**src/include/control_bits.svh**
```systemverilog
// ==============================
// Column codes
// ==============================

// One-hot column strobes from the CPU
localparam logic [7:0] col_0 = 8'h01;
localparam logic [7:0] col_1 = 8'h02;
localparam logic [7:0] col_2 = 8'h04;
localparam logic [7:0] col_3 = 8'h08;

// ==============================
// Joystick field bit positions
// ==============================

// Direction nibble sits in the same place in every button column
localparam int bit_up = 0;
localparam int bit_down = 1;
localparam int bit_left = 2;
localparam int bit_right = 3;

// Fire in Space Zap and Gorf
localparam int bit_fire_lo = 4;
// Fire in Wizard of Wor and Robby Roto
localparam int bit_fire_hi = 5;
// Wizard of Wor move shares the slot of the low fire bit
localparam int bit_move = 4;

```
**src/design/astro_input_pkg.sv**
```systemverilog
package astro_input_pkg;

	// ==============================
	// Widths with a meaning
	// ==============================

	// Signed stick axis as delivered by the host
	typedef logic [7:0] axis_raw_t;
	// Offset paddle value, centre at 128
	typedef logic [7:0] paddle_t;
	// Accumulated trackball position
	typedef logic [7:0] track_pos_t;
	// Switch-matrix column word, switches active low
	typedef logic [7:0] row_word_t;
	// One-hot column code from the CPU
	typedef logic [7:0] col_sel_t;

	// Game selection held in the configuration register
	typedef enum logic [2:0] {
		game_none,
		game_ebases,
		game_spacezap,
		game_wow,
		game_gorf,
		game_robby
	} game_t;

	// ==============================
	// Grouped signals
	// ==============================

	// Both analog sticks, one signed byte per axis
	typedef struct packed {
		axis_raw_t p1_x;
		axis_raw_t p1_y;
		axis_raw_t p2_x;
		axis_raw_t p2_y;
	} sticks_t;

	// Digital controls of one player, active high
	typedef struct packed {
		logic up;
		logic down;
		logic left;
		logic right;
		logic fire;
		logic move;
		logic start;
	} buttons_t;

	// Game selection plus the DIP bytes the games read
	typedef struct packed {
		game_t     game;
		logic [7:0] dip0;
		logic [7:0] dip2;
		logic [7:0] dip3;
	} game_cfg_t;

	// Decoded flags and trackball count of one axis
	typedef struct packed {
		logic       dir_lo;
		logic       dir_hi;
		logic       move;
		track_pos_t pos;
	} axis_state_t;

	// Column read request, track_sel only matters for Extra Bases
	typedef struct packed {
		col_sel_t   col;
		logic [1:0] track_sel;
	} rd_req_t;

	// ==============================
	// Constants
	// ==============================

	localparam int num_axes = 4;
	localparam paddle_t paddle_centre = 8'd128;
	// Word returned for a column no game drives
	localparam row_word_t row_idle = 8'hff;

	// Axis order in the paddle and decoder arrays
	localparam int axis_p1_x = 0;
	localparam int axis_p1_y = 1;
	localparam int axis_p2_x = 2;
	localparam int axis_p2_y = 3;

	// Top three paddle bits that raise direction flags
	localparam logic [2:0] band_lo_move = 3'd0;
	localparam logic [2:0] band_lo = 3'd1;
	localparam logic [2:0] band_hi = 3'd6;
	localparam logic [2:0] band_hi_move = 3'd7;

	// Top four paddle bits of a centred stick, zero trackball step
	localparam logic [3:0] track_rest = 4'd8;

endpackage

```
**src/design/stick_front.sv**
```systemverilog
module stick_front import astro_input_pkg::*; (
	input  logic    clk_sys,
	input  logic    reset,
	input  sticks_t sticks,
	input  logic    sample_tick,
	output paddle_t paddle [num_axes],
	output logic    paddle_valid
);

	// Stick axes laid out in decoder order
	axis_raw_t raw [num_axes];

	assign raw[axis_p1_x] = sticks.p1_x;
	assign raw[axis_p1_y] = sticks.p1_y;
	assign raw[axis_p2_x] = sticks.p2_x;
	assign raw[axis_p2_y] = sticks.p2_y;

	// ==============================
	// Sample strobe
	// ==============================

	// Fresh sample marker, one cycle behind the tick
	always_ff @(posedge clk_sys or posedge reset) begin
		if (reset) begin
			paddle_valid <= 1'b0;
		end else begin
			paddle_valid <= sample_tick;
		end
	end

	// ==============================
	// Offset conversion
	// ==============================

	// Signed axis to offset paddle
	// Y axes inverted first so stick-up reads high
	always_ff @(posedge clk_sys) begin
		if (sample_tick) begin
			for (int i = 0; i < num_axes; i++) begin
				if (i == axis_p1_y || i == axis_p2_y) begin
					paddle[i] <= ~raw[i] + paddle_centre;
				end else begin
					paddle[i] <= raw[i] + paddle_centre;
				end
			end
		end
	end

	// Paddle values hold between ticks
	// Decoders only look at them when paddle_valid is set

endmodule

```
**src/design/axis_decoder.sv**
```systemverilog
module axis_decoder import astro_input_pkg::*; (
	input  logic        clk_sys,
	input  logic        reset,
	input  paddle_t     paddle,
	input  logic        paddle_valid,
	output axis_state_t state
);

	// Coarse position bands of the paddle value
	logic [2:0] band;
	logic [3:0] coarse;

	// Signed trackball step and its 8-bit extension
	logic [3:0] step;
	track_pos_t step_ext;

	// Next flag values
	logic dir_lo_nxt;
	logic dir_hi_nxt;
	logic move_nxt;

	assign band = paddle[7:5];
	assign coarse = paddle[7:4];

	// Centre band gives zero, ends give -8 and +7
	assign step = coarse - track_rest;
	assign step_ext = {{4{step[3]}}, step};

	// ==============================
	// Direction and move decode
	// ==============================

	// Outer bands also raise move
	// Middle four bands are a dead zone
	always_comb begin
		dir_lo_nxt = 1'b0;
		dir_hi_nxt = 1'b0;
		move_nxt = 1'b0;
		case (band)
			band_lo_move: begin
				dir_lo_nxt = 1'b1;
				move_nxt = 1'b1;
			end
			band_lo: begin
				dir_lo_nxt = 1'b1;
			end
			band_hi: begin
				dir_hi_nxt = 1'b1;
			end
			band_hi_move: begin
				dir_hi_nxt = 1'b1;
				move_nxt = 1'b1;
			end
			default: begin
				move_nxt = 1'b0;
			end
		endcase
	end

	// ==============================
	// Registered outputs
	// ==============================

	// Flags follow the newest sample
	// pos wraps modulo 256, like a free-running trackball counter
	always_ff @(posedge clk_sys or posedge reset) begin
		if (reset) begin
			state <= '0;
		end else if (paddle_valid) begin
			state.dir_lo <= dir_lo_nxt;
			state.dir_hi <= dir_hi_nxt;
			state.move <= move_nxt;
			state.pos <= state.pos + step_ext;
		end
	end

	// Flags only move on the cycle after a fresh sample from the front
	flags_paced: assert property (@(posedge clk_sys) disable iff (reset)
		!$past(paddle_valid) |-> $stable({state.dir_lo, state.dir_hi}));

endmodule

```
**src/design/switch_matrix.sv**
```systemverilog
module switch_matrix import astro_input_pkg::*; (
	input  logic        clk_sys,
	input  logic        reset,
	input  game_cfg_t   cfg,
	input  logic        cfg_load,
	input  axis_state_t axes [num_axes],
	input  buttons_t    p1_buttons,
	input  buttons_t    p2_buttons,
	input  logic        coin,
	input  logic        rd_req,
	input  rd_req_t     rd,
	output logic        rd_ack,
	output row_word_t   row
);

	`include "control_bits.svh"

	// Read handshake states
	typedef enum logic [1:0] {
		st_idle,
		st_ack,
		st_release
	} ack_state_t;

	game_cfg_t cfg_q;
	ack_state_t ack_state;
	logic req_q;

	// Wizard of Wor controls after the stick/button choice
	buttons_t wow_p1;
	buttons_t wow_p2;
	logic wow_mv1;
	logic wow_mv2;

	// Column words of the selected game
	row_word_t w0;
	row_word_t w1;
	row_word_t w2;
	track_pos_t track_word;
	row_word_t col_word;

	// Active-low joystick field, fire placed per game
	function automatic row_word_t pad_word(row_word_t base, buttons_t b, int fire_pos);
		row_word_t w;
		w = base;
		w[bit_up] = ~b.up;
		w[bit_down] = ~b.down;
		w[bit_left] = ~b.left;
		w[bit_right] = ~b.right;
		w[fire_pos] = ~b.fire;
		return w;
	endfunction

	// Wizard of Wor column with its move bit
	function automatic row_word_t wow_word(row_word_t base, buttons_t b, logic mv);
		row_word_t w;
		w = pad_word(base, b, bit_fire_hi);
		w[bit_move] = mv;
		return w;
	endfunction

	// Axis flags standing in for the digital directions
	function automatic buttons_t stick_dirs(buttons_t b, axis_state_t ax, axis_state_t ay);
		buttons_t s;
		s = b;
		s.up = ay.dir_hi;
		s.down = ay.dir_lo;
		s.left = ax.dir_lo;
		s.right = ax.dir_hi;
		return s;
	endfunction

	// ==============================
	// Configuration register
	// ==============================

	always_ff @(posedge clk_sys or posedge reset) begin
		if (reset) begin
			cfg_q.game <= game_none;
			cfg_q.dip0 <= '0;
			cfg_q.dip2 <= '0;
			cfg_q.dip3 <= '0;
		end else if (cfg_load) begin
			cfg_q <= cfg;
		end
	end

	// ==============================
	// Column word assembly
	// ==============================

	// Stick mode per player, move goes active low with the stick
	assign wow_p1 = cfg_q.dip0[0] ? stick_dirs(p1_buttons, axes[axis_p1_x], axes[axis_p1_y])
		: p1_buttons;
	assign wow_p2 = cfg_q.dip0[1] ? stick_dirs(p2_buttons, axes[axis_p2_x], axes[axis_p2_y])
		: p2_buttons;
	assign wow_mv1 = cfg_q.dip0[0] ? ~(axes[axis_p1_x].move | axes[axis_p1_y].move)
		: p1_buttons.move;
	assign wow_mv2 = cfg_q.dip0[1] ? ~(axes[axis_p2_x].move | axes[axis_p2_y].move)
		: p2_buttons.move;

	// Extra Bases trackball, bit 1 picks player, bit 0 picks horizontal
	always_comb begin
		case (rd.track_sel)
			2'b00: track_word = axes[axis_p1_y].pos;
			2'b01: track_word = axes[axis_p1_x].pos;
			2'b10: track_word = axes[axis_p2_y].pos;
			default: track_word = axes[axis_p2_x].pos;
		endcase
	end

	// Columns 0 to 2 per game, bit 7 of some words is the speech busy flag, tied low
	always_comb begin
		w0 = row_idle;
		w1 = row_idle;
		w2 = row_idle;
		case (cfg_q.game)
			game_ebases: begin
				w0 = {2'b11, ~p2_buttons.start, ~p1_buttons.start, 2'b11,
					~p1_buttons.fire, ~p2_buttons.fire};
				w1 = {1'b1, cfg_q.dip0[1], 1'b1, cfg_q.dip0[1], 3'b111, ~coin};
				w2 = cfg_q.dip2;
			end
			game_spacezap: begin
				w0 = {2'b11, ~p2_buttons.start, ~p1_buttons.start, cfg_q.dip2[1], 1'b1,
					~coin, 1'b1};
				w1 = pad_word(8'he0, p2_buttons, bit_fire_lo);
				w2 = pad_word({2'b11, cfg_q.dip2[0], 5'b0}, p1_buttons, bit_fire_lo);
			end
			game_wow: begin
				w0 = {cfg_q.dip2[2], ~p2_buttons.start, ~p1_buttons.start, 1'b1,
					cfg_q.dip2[1], 1'b1, ~coin, 1'b1};
				w1 = wow_word(8'hc0, wow_p2, wow_mv2);
				w2 = wow_word(8'h40, wow_p1, wow_mv1);
			end
			game_gorf: begin
				w0 = {cfg_q.dip2[2], cfg_q.dip2[0], ~p2_buttons.start, ~p1_buttons.start,
					1'b1, cfg_q.dip2[1], ~coin, 1'b1};
				w1 = pad_word(8'h20, p2_buttons, bit_fire_lo);
				w2 = pad_word(8'h20, p1_buttons, bit_fire_lo);
			end
			game_robby: begin
				w0 = {1'b0, ~p2_buttons.start, ~p1_buttons.start, 1'b1, cfg_q.dip2[1],
					1'b1, ~coin, 1'b1};
				w1 = pad_word(8'hf0, p2_buttons, bit_fire_hi);
				w2 = pad_word(8'hf0, p1_buttons, bit_fire_hi);
			end
			default: begin
				w0 = row_idle;
			end
		endcase
	end

	// Column select, col3 is the trackball on Extra Bases and dip3 elsewhere
	always_comb begin
		case (rd.col)
			col_0: col_word = w0;
			col_1: col_word = w1;
			col_2: col_word = w2;
			col_3: begin
				if (cfg_q.game == game_none) begin
					col_word = row_idle;
				end else if (cfg_q.game == game_ebases) begin
					col_word = track_word;
				end else begin
					col_word = cfg_q.dip3;
				end
			end
			default: col_word = row_idle;
		endcase
	end

	// ==============================
	// Four-phase read port
	// ==============================

	// Request registered first, ack one cycle later
	always_ff @(posedge clk_sys or posedge reset) begin
		if (reset) begin
			req_q <= 1'b0;
			ack_state <= st_idle;
		end else begin
			req_q <= rd_req;
			case (ack_state)
				st_idle: if (req_q) ack_state <= st_ack;
				st_ack: if (!req_q) ack_state <= st_release;
				st_release: ack_state <= st_idle;
				default: ack_state <= st_idle;
			endcase
		end
	end

	// Row frozen at the ack edge, later ticks leave it alone
	always_ff @(posedge clk_sys) begin
		if (ack_state == st_idle && req_q) begin
			row <= col_word;
		end
	end

	assign rd_ack = (ack_state == st_ack);

	// Requester holds the column steady for the whole request
	rd_held: assert property (@(posedge clk_sys) disable iff (reset)
		rd_req && $past(rd_req) |-> $stable(rd));

	// Ack only answers a request that was already up
	ack_answers: assert property (@(posedge clk_sys) disable iff (reset)
		$rose(rd_ack) |-> $past(rd_req));

endmodule

```
**src/design/astro_input_top.sv**
```systemverilog
module astro_input_top import astro_input_pkg::*; (
	input  logic      clk_sys,
	input  logic      reset,
	input  game_cfg_t cfg,
	input  logic      cfg_load,
	input  sticks_t   sticks,
	input  buttons_t  p1_buttons,
	input  buttons_t  p2_buttons,
	input  logic      coin,
	input  logic      sample_tick,
	input  logic      rd_req,
	input  rd_req_t   rd,
	output logic      rd_ack,
	output row_word_t row
);

	// Offset paddles shared by all decoders
	paddle_t paddle [num_axes];
	logic paddle_valid;
	// Per-axis flags and trackball counts
	axis_state_t axes [num_axes];

	// ==============================
	// Stick sampling
	// ==============================

	stick_front i_front (
		.clk_sys      (clk_sys),
		.reset        (reset),
		.sticks       (sticks),
		.sample_tick  (sample_tick),
		.paddle       (paddle),
		.paddle_valid (paddle_valid)
	);

	// One decoder per axis, same order as the paddle array
	for (genvar i = 0; i < num_axes; i++) begin : g_axis
		axis_decoder i_axis (
			.clk_sys      (clk_sys),
			.reset        (reset),
			.paddle       (paddle[i]),
			.paddle_valid (paddle_valid),
			.state        (axes[i])
		);
	end

	// ==============================
	// Column words and read port
	// ==============================

	switch_matrix i_matrix (
		.clk_sys    (clk_sys),
		.reset      (reset),
		.cfg        (cfg),
		.cfg_load   (cfg_load),
		.axes       (axes),
		.p1_buttons (p1_buttons),
		.p2_buttons (p2_buttons),
		.coin       (coin),
		.rd_req     (rd_req),
		.rd         (rd),
		.rd_ack     (rd_ack),
		.row        (row)
	);

endmodule

```
**config.mk**
```make
export PLATFORM = sky130hd
export DESIGN_NAME = astro_input_top
export DESIGN_NICKNAME = d
export VERILOG_FILES = /design/src/design/astro_input_pkg.sv /design/src/design/stick_front.sv /design/src/design/axis_decoder.sv /design/src/design/switch_matrix.sv /design/src/design/astro_input_top.sv
export VERILOG_INCLUDE_DIRS = /design/src /design/src/include
export SDC_FILE = /design/constraint.sdc
export NUM_CORES = 1
export LEC_CHECK = 0
export BUFFER_PORTS_ARGS = -buffer_cell sky130_fd_sc_hd__buf_2
export CELL_PAD_IN_SITES_DETAIL_PLACEMENT = 1
export CELL_PAD_IN_SITES_GLOBAL_PLACEMENT = 1
export CORE_MARGIN = 2
export CORE_UTILIZATION = 44
export DETAILED_ROUTE_END_ITERATION = 10
export PLACE_DENSITY_LB_ADDON = 0.08
export SYNTH_ARGS = -nofsm -noshare
export SYNTH_HDL_FRONTEND = slang
export SYNTH_SLANG_ARGS = --single-unit
```
**constraint.sdc**
```tcl
create_clock -name clk_sys -period 2.6 [get_ports clk_sys]
set_input_delay 0.52 -clock clk_sys [delete_from_list [all_inputs] [get_ports clk_sys]]
set_output_delay 0.52 -clock clk_sys [all_outputs]
set_load 0.01 [all_outputs]
```
* After elaboration in Yosys (flattened, before gate mapping) *
Cells that the tools add are included.

word-level totals
  logic and storage cells = 142
  register bits after elaboration = 109
  bits of input ports = 89

operators by class
  reduce and logical (&&, ||, !) cells = 21
  mux-type cells = 26
  equal/unequal tests = 26
  $add $sub $neg = 12
  bitwise logic cells = 29

operators with widths
  operator                                              number
  one-hot mux 8 bit (5 select lines)                    3
  adder 8 bit                                           4
  adder 8 bit (second input constant)                   4
  one-hot mux 8 bit (4 select lines)                    1
  equality test 3 bit (second input constant)           10
  inverter 1 bit                                        25
  one-hot mux 8 bit (3 select lines)                    1
  OR reduction 2 bit                                    12
  two-way mux 8 bit                                     2
  inverter 8 bit                                        2
  subtractor 4 bit (second input constant)              4
  equality test 3 x 1 -> 1 bit (second input constant)  5
  zero test 3 bit                                       5
  two-way mux 1 bit                                     14
  two-way mux 7 bit                                     2
  equality test 8 x 1 -> 1 bit (second input constant)  1
  equality test 8 x 2 -> 1 bit (second input constant)  1
  equality test 8 x 3 -> 1 bit (second input constant)  1
  equality test 8 x 4 -> 1 bit (second input constant)  1
  equality test 3 x 2 -> 1 bit (second input constant)  2
  equality test 2 x 1 -> 1 bit (second input constant)  2
  zero test 2 bit                                       2
  two-way mux 2 bit                                     2
  one-hot mux 2 bit (2 select lines)                    1
  other kinds (6)                                       7

* Logic depth before layout (Yosys ltp) *
  depth in word-level cells = 5
  gate-level depth with buffers = 8

* Cells and area by module *
From an unflattened synthesis, not the netlist that was laid out.

unflattened totals
  cell total of the unflattened synthesis = 622
  area total of the unflattened synthesis = 6602.6 sq um

by module, submodules not included
  module                                instances  cells an instance  sequential area each (sq um)  area an instance (sq um)
  switch_matrix                         1          256                840.8                         2488.6
  axis_decoder at g_axis[0].i_axis ...  3          79                 275.3                         765.7
  stick_front                           1          50                 985.9                         1049.8
  axis_decoder at g_axis[3].i_axis      1          79                 275.3                         767.0

* Worst setup path before layout *
Ideal clock, no wire load.

  path kind = in2reg
  start = input port rd[0] (netlist name)
  end = register i_matrix.row[2], data pin
  slack = 0.613 ns
  stages = 4
  buffers on the path = 1
  data arrival time = 1.710 ns
  cell sequence = buf_1 mux4_2 o221ai_1 nand4b_1

on the way
  longest elaborated chain between the ends = 5
  elaborated cells on any way between the ends = 7

RTL lines
  element                                            RTL line               source
  start: declaration                                 astro_input_top.sv:12  input rd_req_t rd,
  equality test 2 bit, or another cell as far along  switch_matrix.sv:104   case (rd.track_sel)
  one-hot mux 8 bit (3 select lines) *               switch_matrix.sv:104
  two-way mux 8 bit *                                switch_matrix.sv:163   end else if (cfg_q.game == game_ebases) begin
  two-way mux 8 bit *                                switch_matrix.sv:161   if (cfg_q.game == game_none) begin
  one-hot mux 8 bit (4 select lines) *               switch_matrix.sv:156   case (rd.col)
  via i_matrix.col_word[2]                           switch_matrix.sv:40    row_word_t col_word;
  end signal: assignment                             switch_matrix.sv:196   row <= col_word;
  end: declaration                                   switch_matrix.sv:13    output row_word_t row

The timed path passes the listed nets; every way through them passes the cells marked *.
A chain may end at the register's enable or synchronous reset.

* Worst setup path in the final report *
  start = register i_front.paddle[15] (netlist name)
  end = register g_axis[2].i_axis.state[5] (netlist name)

on the way
  longest elaborated chain between the ends = 2

RTL lines
  element                           RTL line            source
  start: declaration                stick_front.sv:6    output paddle_t paddle [num_axes],
  start signal: indexed assignment  stick_front.sv:41   paddle[i] <= ~raw[i] + paddle_centre;
  start signal: indexed assignment  stick_front.sv:43   paddle[i] <= raw[i] + paddle_centre;
  subtractor 4 bit                  axis_decoder.sv:26  assign step = coarse - track_rest;
  adder 8 bit                       axis_decoder.sv:73  state.pos <= state.pos + step_ext;
  end: declaration                  axis_decoder.sv:6   output axis_state_t state

Every way passes these cells.

==> impl_metrics.csv <==
group,metric,value,unit
outcome,outcome,"finished clean",
synthesis,netlist_instances,553,
synthesis,synth_edf_count,24,
detailed_routing,wirelength,16.1,mm
placed_design,place_area,6300,sq um
detailed_routing,drc_errors,0,
cts,cts.clk_slew.worst_paths,70,ps
finish,antenna_cells,0,
synthesis,avgSynthCellArea,10.3,sq um
timing,worstMarginPinSlew,665,ps
finish,drive_gt1_share,25.8,%
detailed_routing,vias,4639,
power_and_ir_drop,ir_worst_vdd,0.526,mV
finish,multiInputGateArea,3050,sq um
placed_design,gp_congestion,0.875,
finish,final_common_cell,"buf_2",
synthesis,yosys_warnings,0,
floorplan,core.rowCount,41,
timing,clock.fmax,0.439,GHz
cts,htreeDepth,3,
synthesis,seq_area_frac_synth,42.9,%
synthesis,netlist_area,5700,sq um
grt,grt.overflow.total,0,
worst_hold_path,hold_path.class,"in2async",
cts,post_cts_buffers,0,
cts,clockBufferDepth,2,
cts,numCtsBuffers,9,
finish,n_fill_cell,1453,
finish,post-route-util,52.5,%
timing,drv_slew,0,
placed_design,dpl.cell_count,789,
flow_run,drv_cap,0,
critical_path,critPathLaunch,"i_front.paddle[15]",
cts,cts.sinks,93,
grt,track_usage,24.4,%
timing,period_minus_slack,2280,ps
critical_path,critPathMaxStageDelay,530,ps
critical_path,path_class,"reg2reg",
timing,holdWs,167,ps
critical_path,end_kind,"flop",
finish,fin_cells,805,
floorplan,die_x,118,um
synthesis,synth_fp_nets,674,
placed_design,dpl.hpwl,12.4,mm
cts,cts_root_buf,"clkbuf_16",
cts,clock_latency,360,ps
cts,cts_tree,"built",
timing,finalSetupViolCount,0,
floorplan,pin_count,98,
grt,grt_pass1_vias,4951,
critical_path,crit_fanout,7,
finish,layout_common_cells,"buf_2 (75), dfrtp_1 (69), mux2_2 (38), o21ai_0 (38)",
finish,design_area,6620,sq um
detailed_routing,dr.first_iter.drc_count,262,
detailed_routing,viasPerCell,5.76,
finish,final_nets,749,
power_and_ir_drop,leakagePower,2.76,nW
grt,grt_antenna_before_repair,0,
power_and_ir_drop,powerDensity,928,nW/um^2
critical_path,reg2reg_from,"i_front.paddle[15]",
critical_path,required,2850,ps
floorplan,start_util,45.2,%
grt,grt_pass1_wl,26.2,mm
critical_path,crit_arrival,2530,ps
detailed_routing,wl_per_cell,20.0,um
cts,cts_hold_buf,0,
synthesis,synth_flop_cell,"dfrtp_1",
critical_path,critPathLaunchType,"flop",
placed_design,io_buffers,75,
critical_path,critical_path.slowest_cell,"edfxtp_1",
synthesis,async_flop_share,74.2,%
grt,grt_max_degree,57,
detailed_routing,ant_nets,0,
finish,syn2layout_area_growth,16.1,%
timing,finalHoldViolCount,0,
timing,min_period_over_period,87.6,%
timing,tns,0,ps
floorplan,die-area,13900,sq um
detailed_routing,firstDrtPassIters,4,
cts,ctsResizeCount,0,
synthesis,ys_ff_latch,93,
critical_path,crit_chain,"inv_1, ha_1, nand2_1, o21ai_0, a21oi_1, xnor2_1, mux2_2",
floorplan,coreArea,12600,sq um
timing,rsz0062_at_grt,"false",
finish,seq_area,2450,sq um
timing,slew_headroom,55.6,%
synthesis,synth.distinct_cells,58,
timing,fin_skew,10.7,ps
floorplan,die_h,118,um
[per-layer routing]
layer | routed length, um | GRT usage [%] | part of all wire [%] | vias to the layer above
li1 | - | - | - | 2209
met1 | 6900 | 29.3 | 43 | 2312
met2 | 8290 | 43.5 | 51 | 93
met3 | 494 | 4.07 | 3.1 | 25
met4 | 421 | 9.56 | 2.6 | 0
met5 | 0 | 0 | 0 | -
[path summary, 6_finish.rpt]
path / end / cells past startpoint / slack, ps
worst max-delay path: g_axis[2].i_axis.state[5] / 7 / 320
worst min-delay path: g_axis[0].i_axis.state[3] / 2 / 170
worst max register to register: g_axis[2].i_axis.state[5] / 7 / 320
worst min register to register: i_matrix.ack_state[0] / 1 / 440
max in group asynchronous: g_axis[3].i_axis.state[4] / 3 / 1730
min in group clk_sys: i_matrix.req_q / 1 / 280
[cell usage after synthesis (2+ instances only)]
master / n / area share, %
a211oi_1: 4 / 0.53
a21bo_2: 3 / 0.53
a21o_1: 6 / 0.79
a21oi_1: 36 / 3.2
a221oi_1: 3 / 0.46
a22oi_1: 6 / 0.79
a31oi_1: 8 / 0.88
buf_1: 3 / 0.20
clkbuf_1: 19 / 1.3
dfrtp_1: 69 / 30
edfxtp_1: 24 / 13
fa_1: 4 / 1.4
ha_1: 28 / 6.1
inv_1: 32 / 2.1
mux2_2: 38 / 7.5
mux2i_1: 5 / 0.88
mux4_2: 8 / 3.2
nand2_1: 30 / 2.0
nand2b_1: 11 / 1.2
nand3_1: 10 / 0.88
nand3b_1: 2 / 0.26
nand4_1: 6 / 0.66
nand4b_1: 3 / 0.46
nor2_1: 36 / 2.4
nor2b_1: 16 / 1.8
nor3_1: 10 / 0.88
nor4b_1: 4 / 0.61
o211ai_1: 5 / 0.66
o21a_1: 14 / 1.8
o21ai_0: 38 / 3.3
o221ai_1: 7 / 1.1
o22ai_1: 3 / 0.33
o2bb2ai_1: 4 / 0.61
o31a_1: 5 / 0.77
o32ai_1: 4 / 0.61
or2_2: 5 / 0.55
or3_1: 8 / 0.88
xnor2_1: 16 / 2.5
[cell families (layout without fill, tap and decap cells)]
| kind of cell | count (synthesis) | in the layout | synth area share, % |
|---|---|---|---|
| AO/OA/AOI/OAI | 156 | 156 | 17.9 |
| AND/OR/NAND/NOR | 147 | 147 | 13.7 |
| flip-flops | 93 | 93 | 42.9 |
| buffers and inverters | 56 | 136 | 3.71 |
| multiplexers | 51 | 51 | 11.5 |
| adder cells (fa/ha/maj) | 33 | 33 | 7.72 |
| XOR/XNOR | 17 | 17 | 2.61 |
[worst max-delay path, delay by kind of cell (launching register included)]
| kind | cells | cell delay, ps |
|---|---|---|
| adder cells (fa/ha/maj) | 1 | 410 |
| AO/OA/AOI/OAI | 2 | 550 |
| AND/OR/NAND/NOR | 1 | 70 |
| buffers and inverters | 1 | 180 |
| multiplexers | 1 | 270 |
| flip-flops | 1 | 530 |
| XOR/XNOR | 1 | 150 |
[power breakdown]
group	total, mW	internal, mW	switching, mW
registers	2.23	1.84	0.390
logic	2.45	1.23	1.22
clock network	1.46	0.846	0.610
[final cells by class]
type,instances,area share (%)
inverter,33,1.87
clock buffer,9,3.40
sequential,93,37.0
timing repair buffer,87,7.03
clock inverter,7,1.49
tap,172,3.25
multi-input combinational,404,46.0
[through the flow]
stage               setup WS [ps]  power (mW)
finish                        322        6.14
floorplan                     340        3.99
detailed placement            351        4.71
CTS                           321        6.19
global route                 99.4        6.56
global placement              408        4.53
[flip-flops by register name, indices dropped and copies added, names as in the netlist]
register	count
i_matrix.row	8
i_matrix.cfg_q	21
g_axis.i_axis.state	44
i_matrix.ack_state	2
i_matrix.req_q	1
i_front.paddle_valid	1
i_front.paddle	16
(Power assumes the default switching activity.)
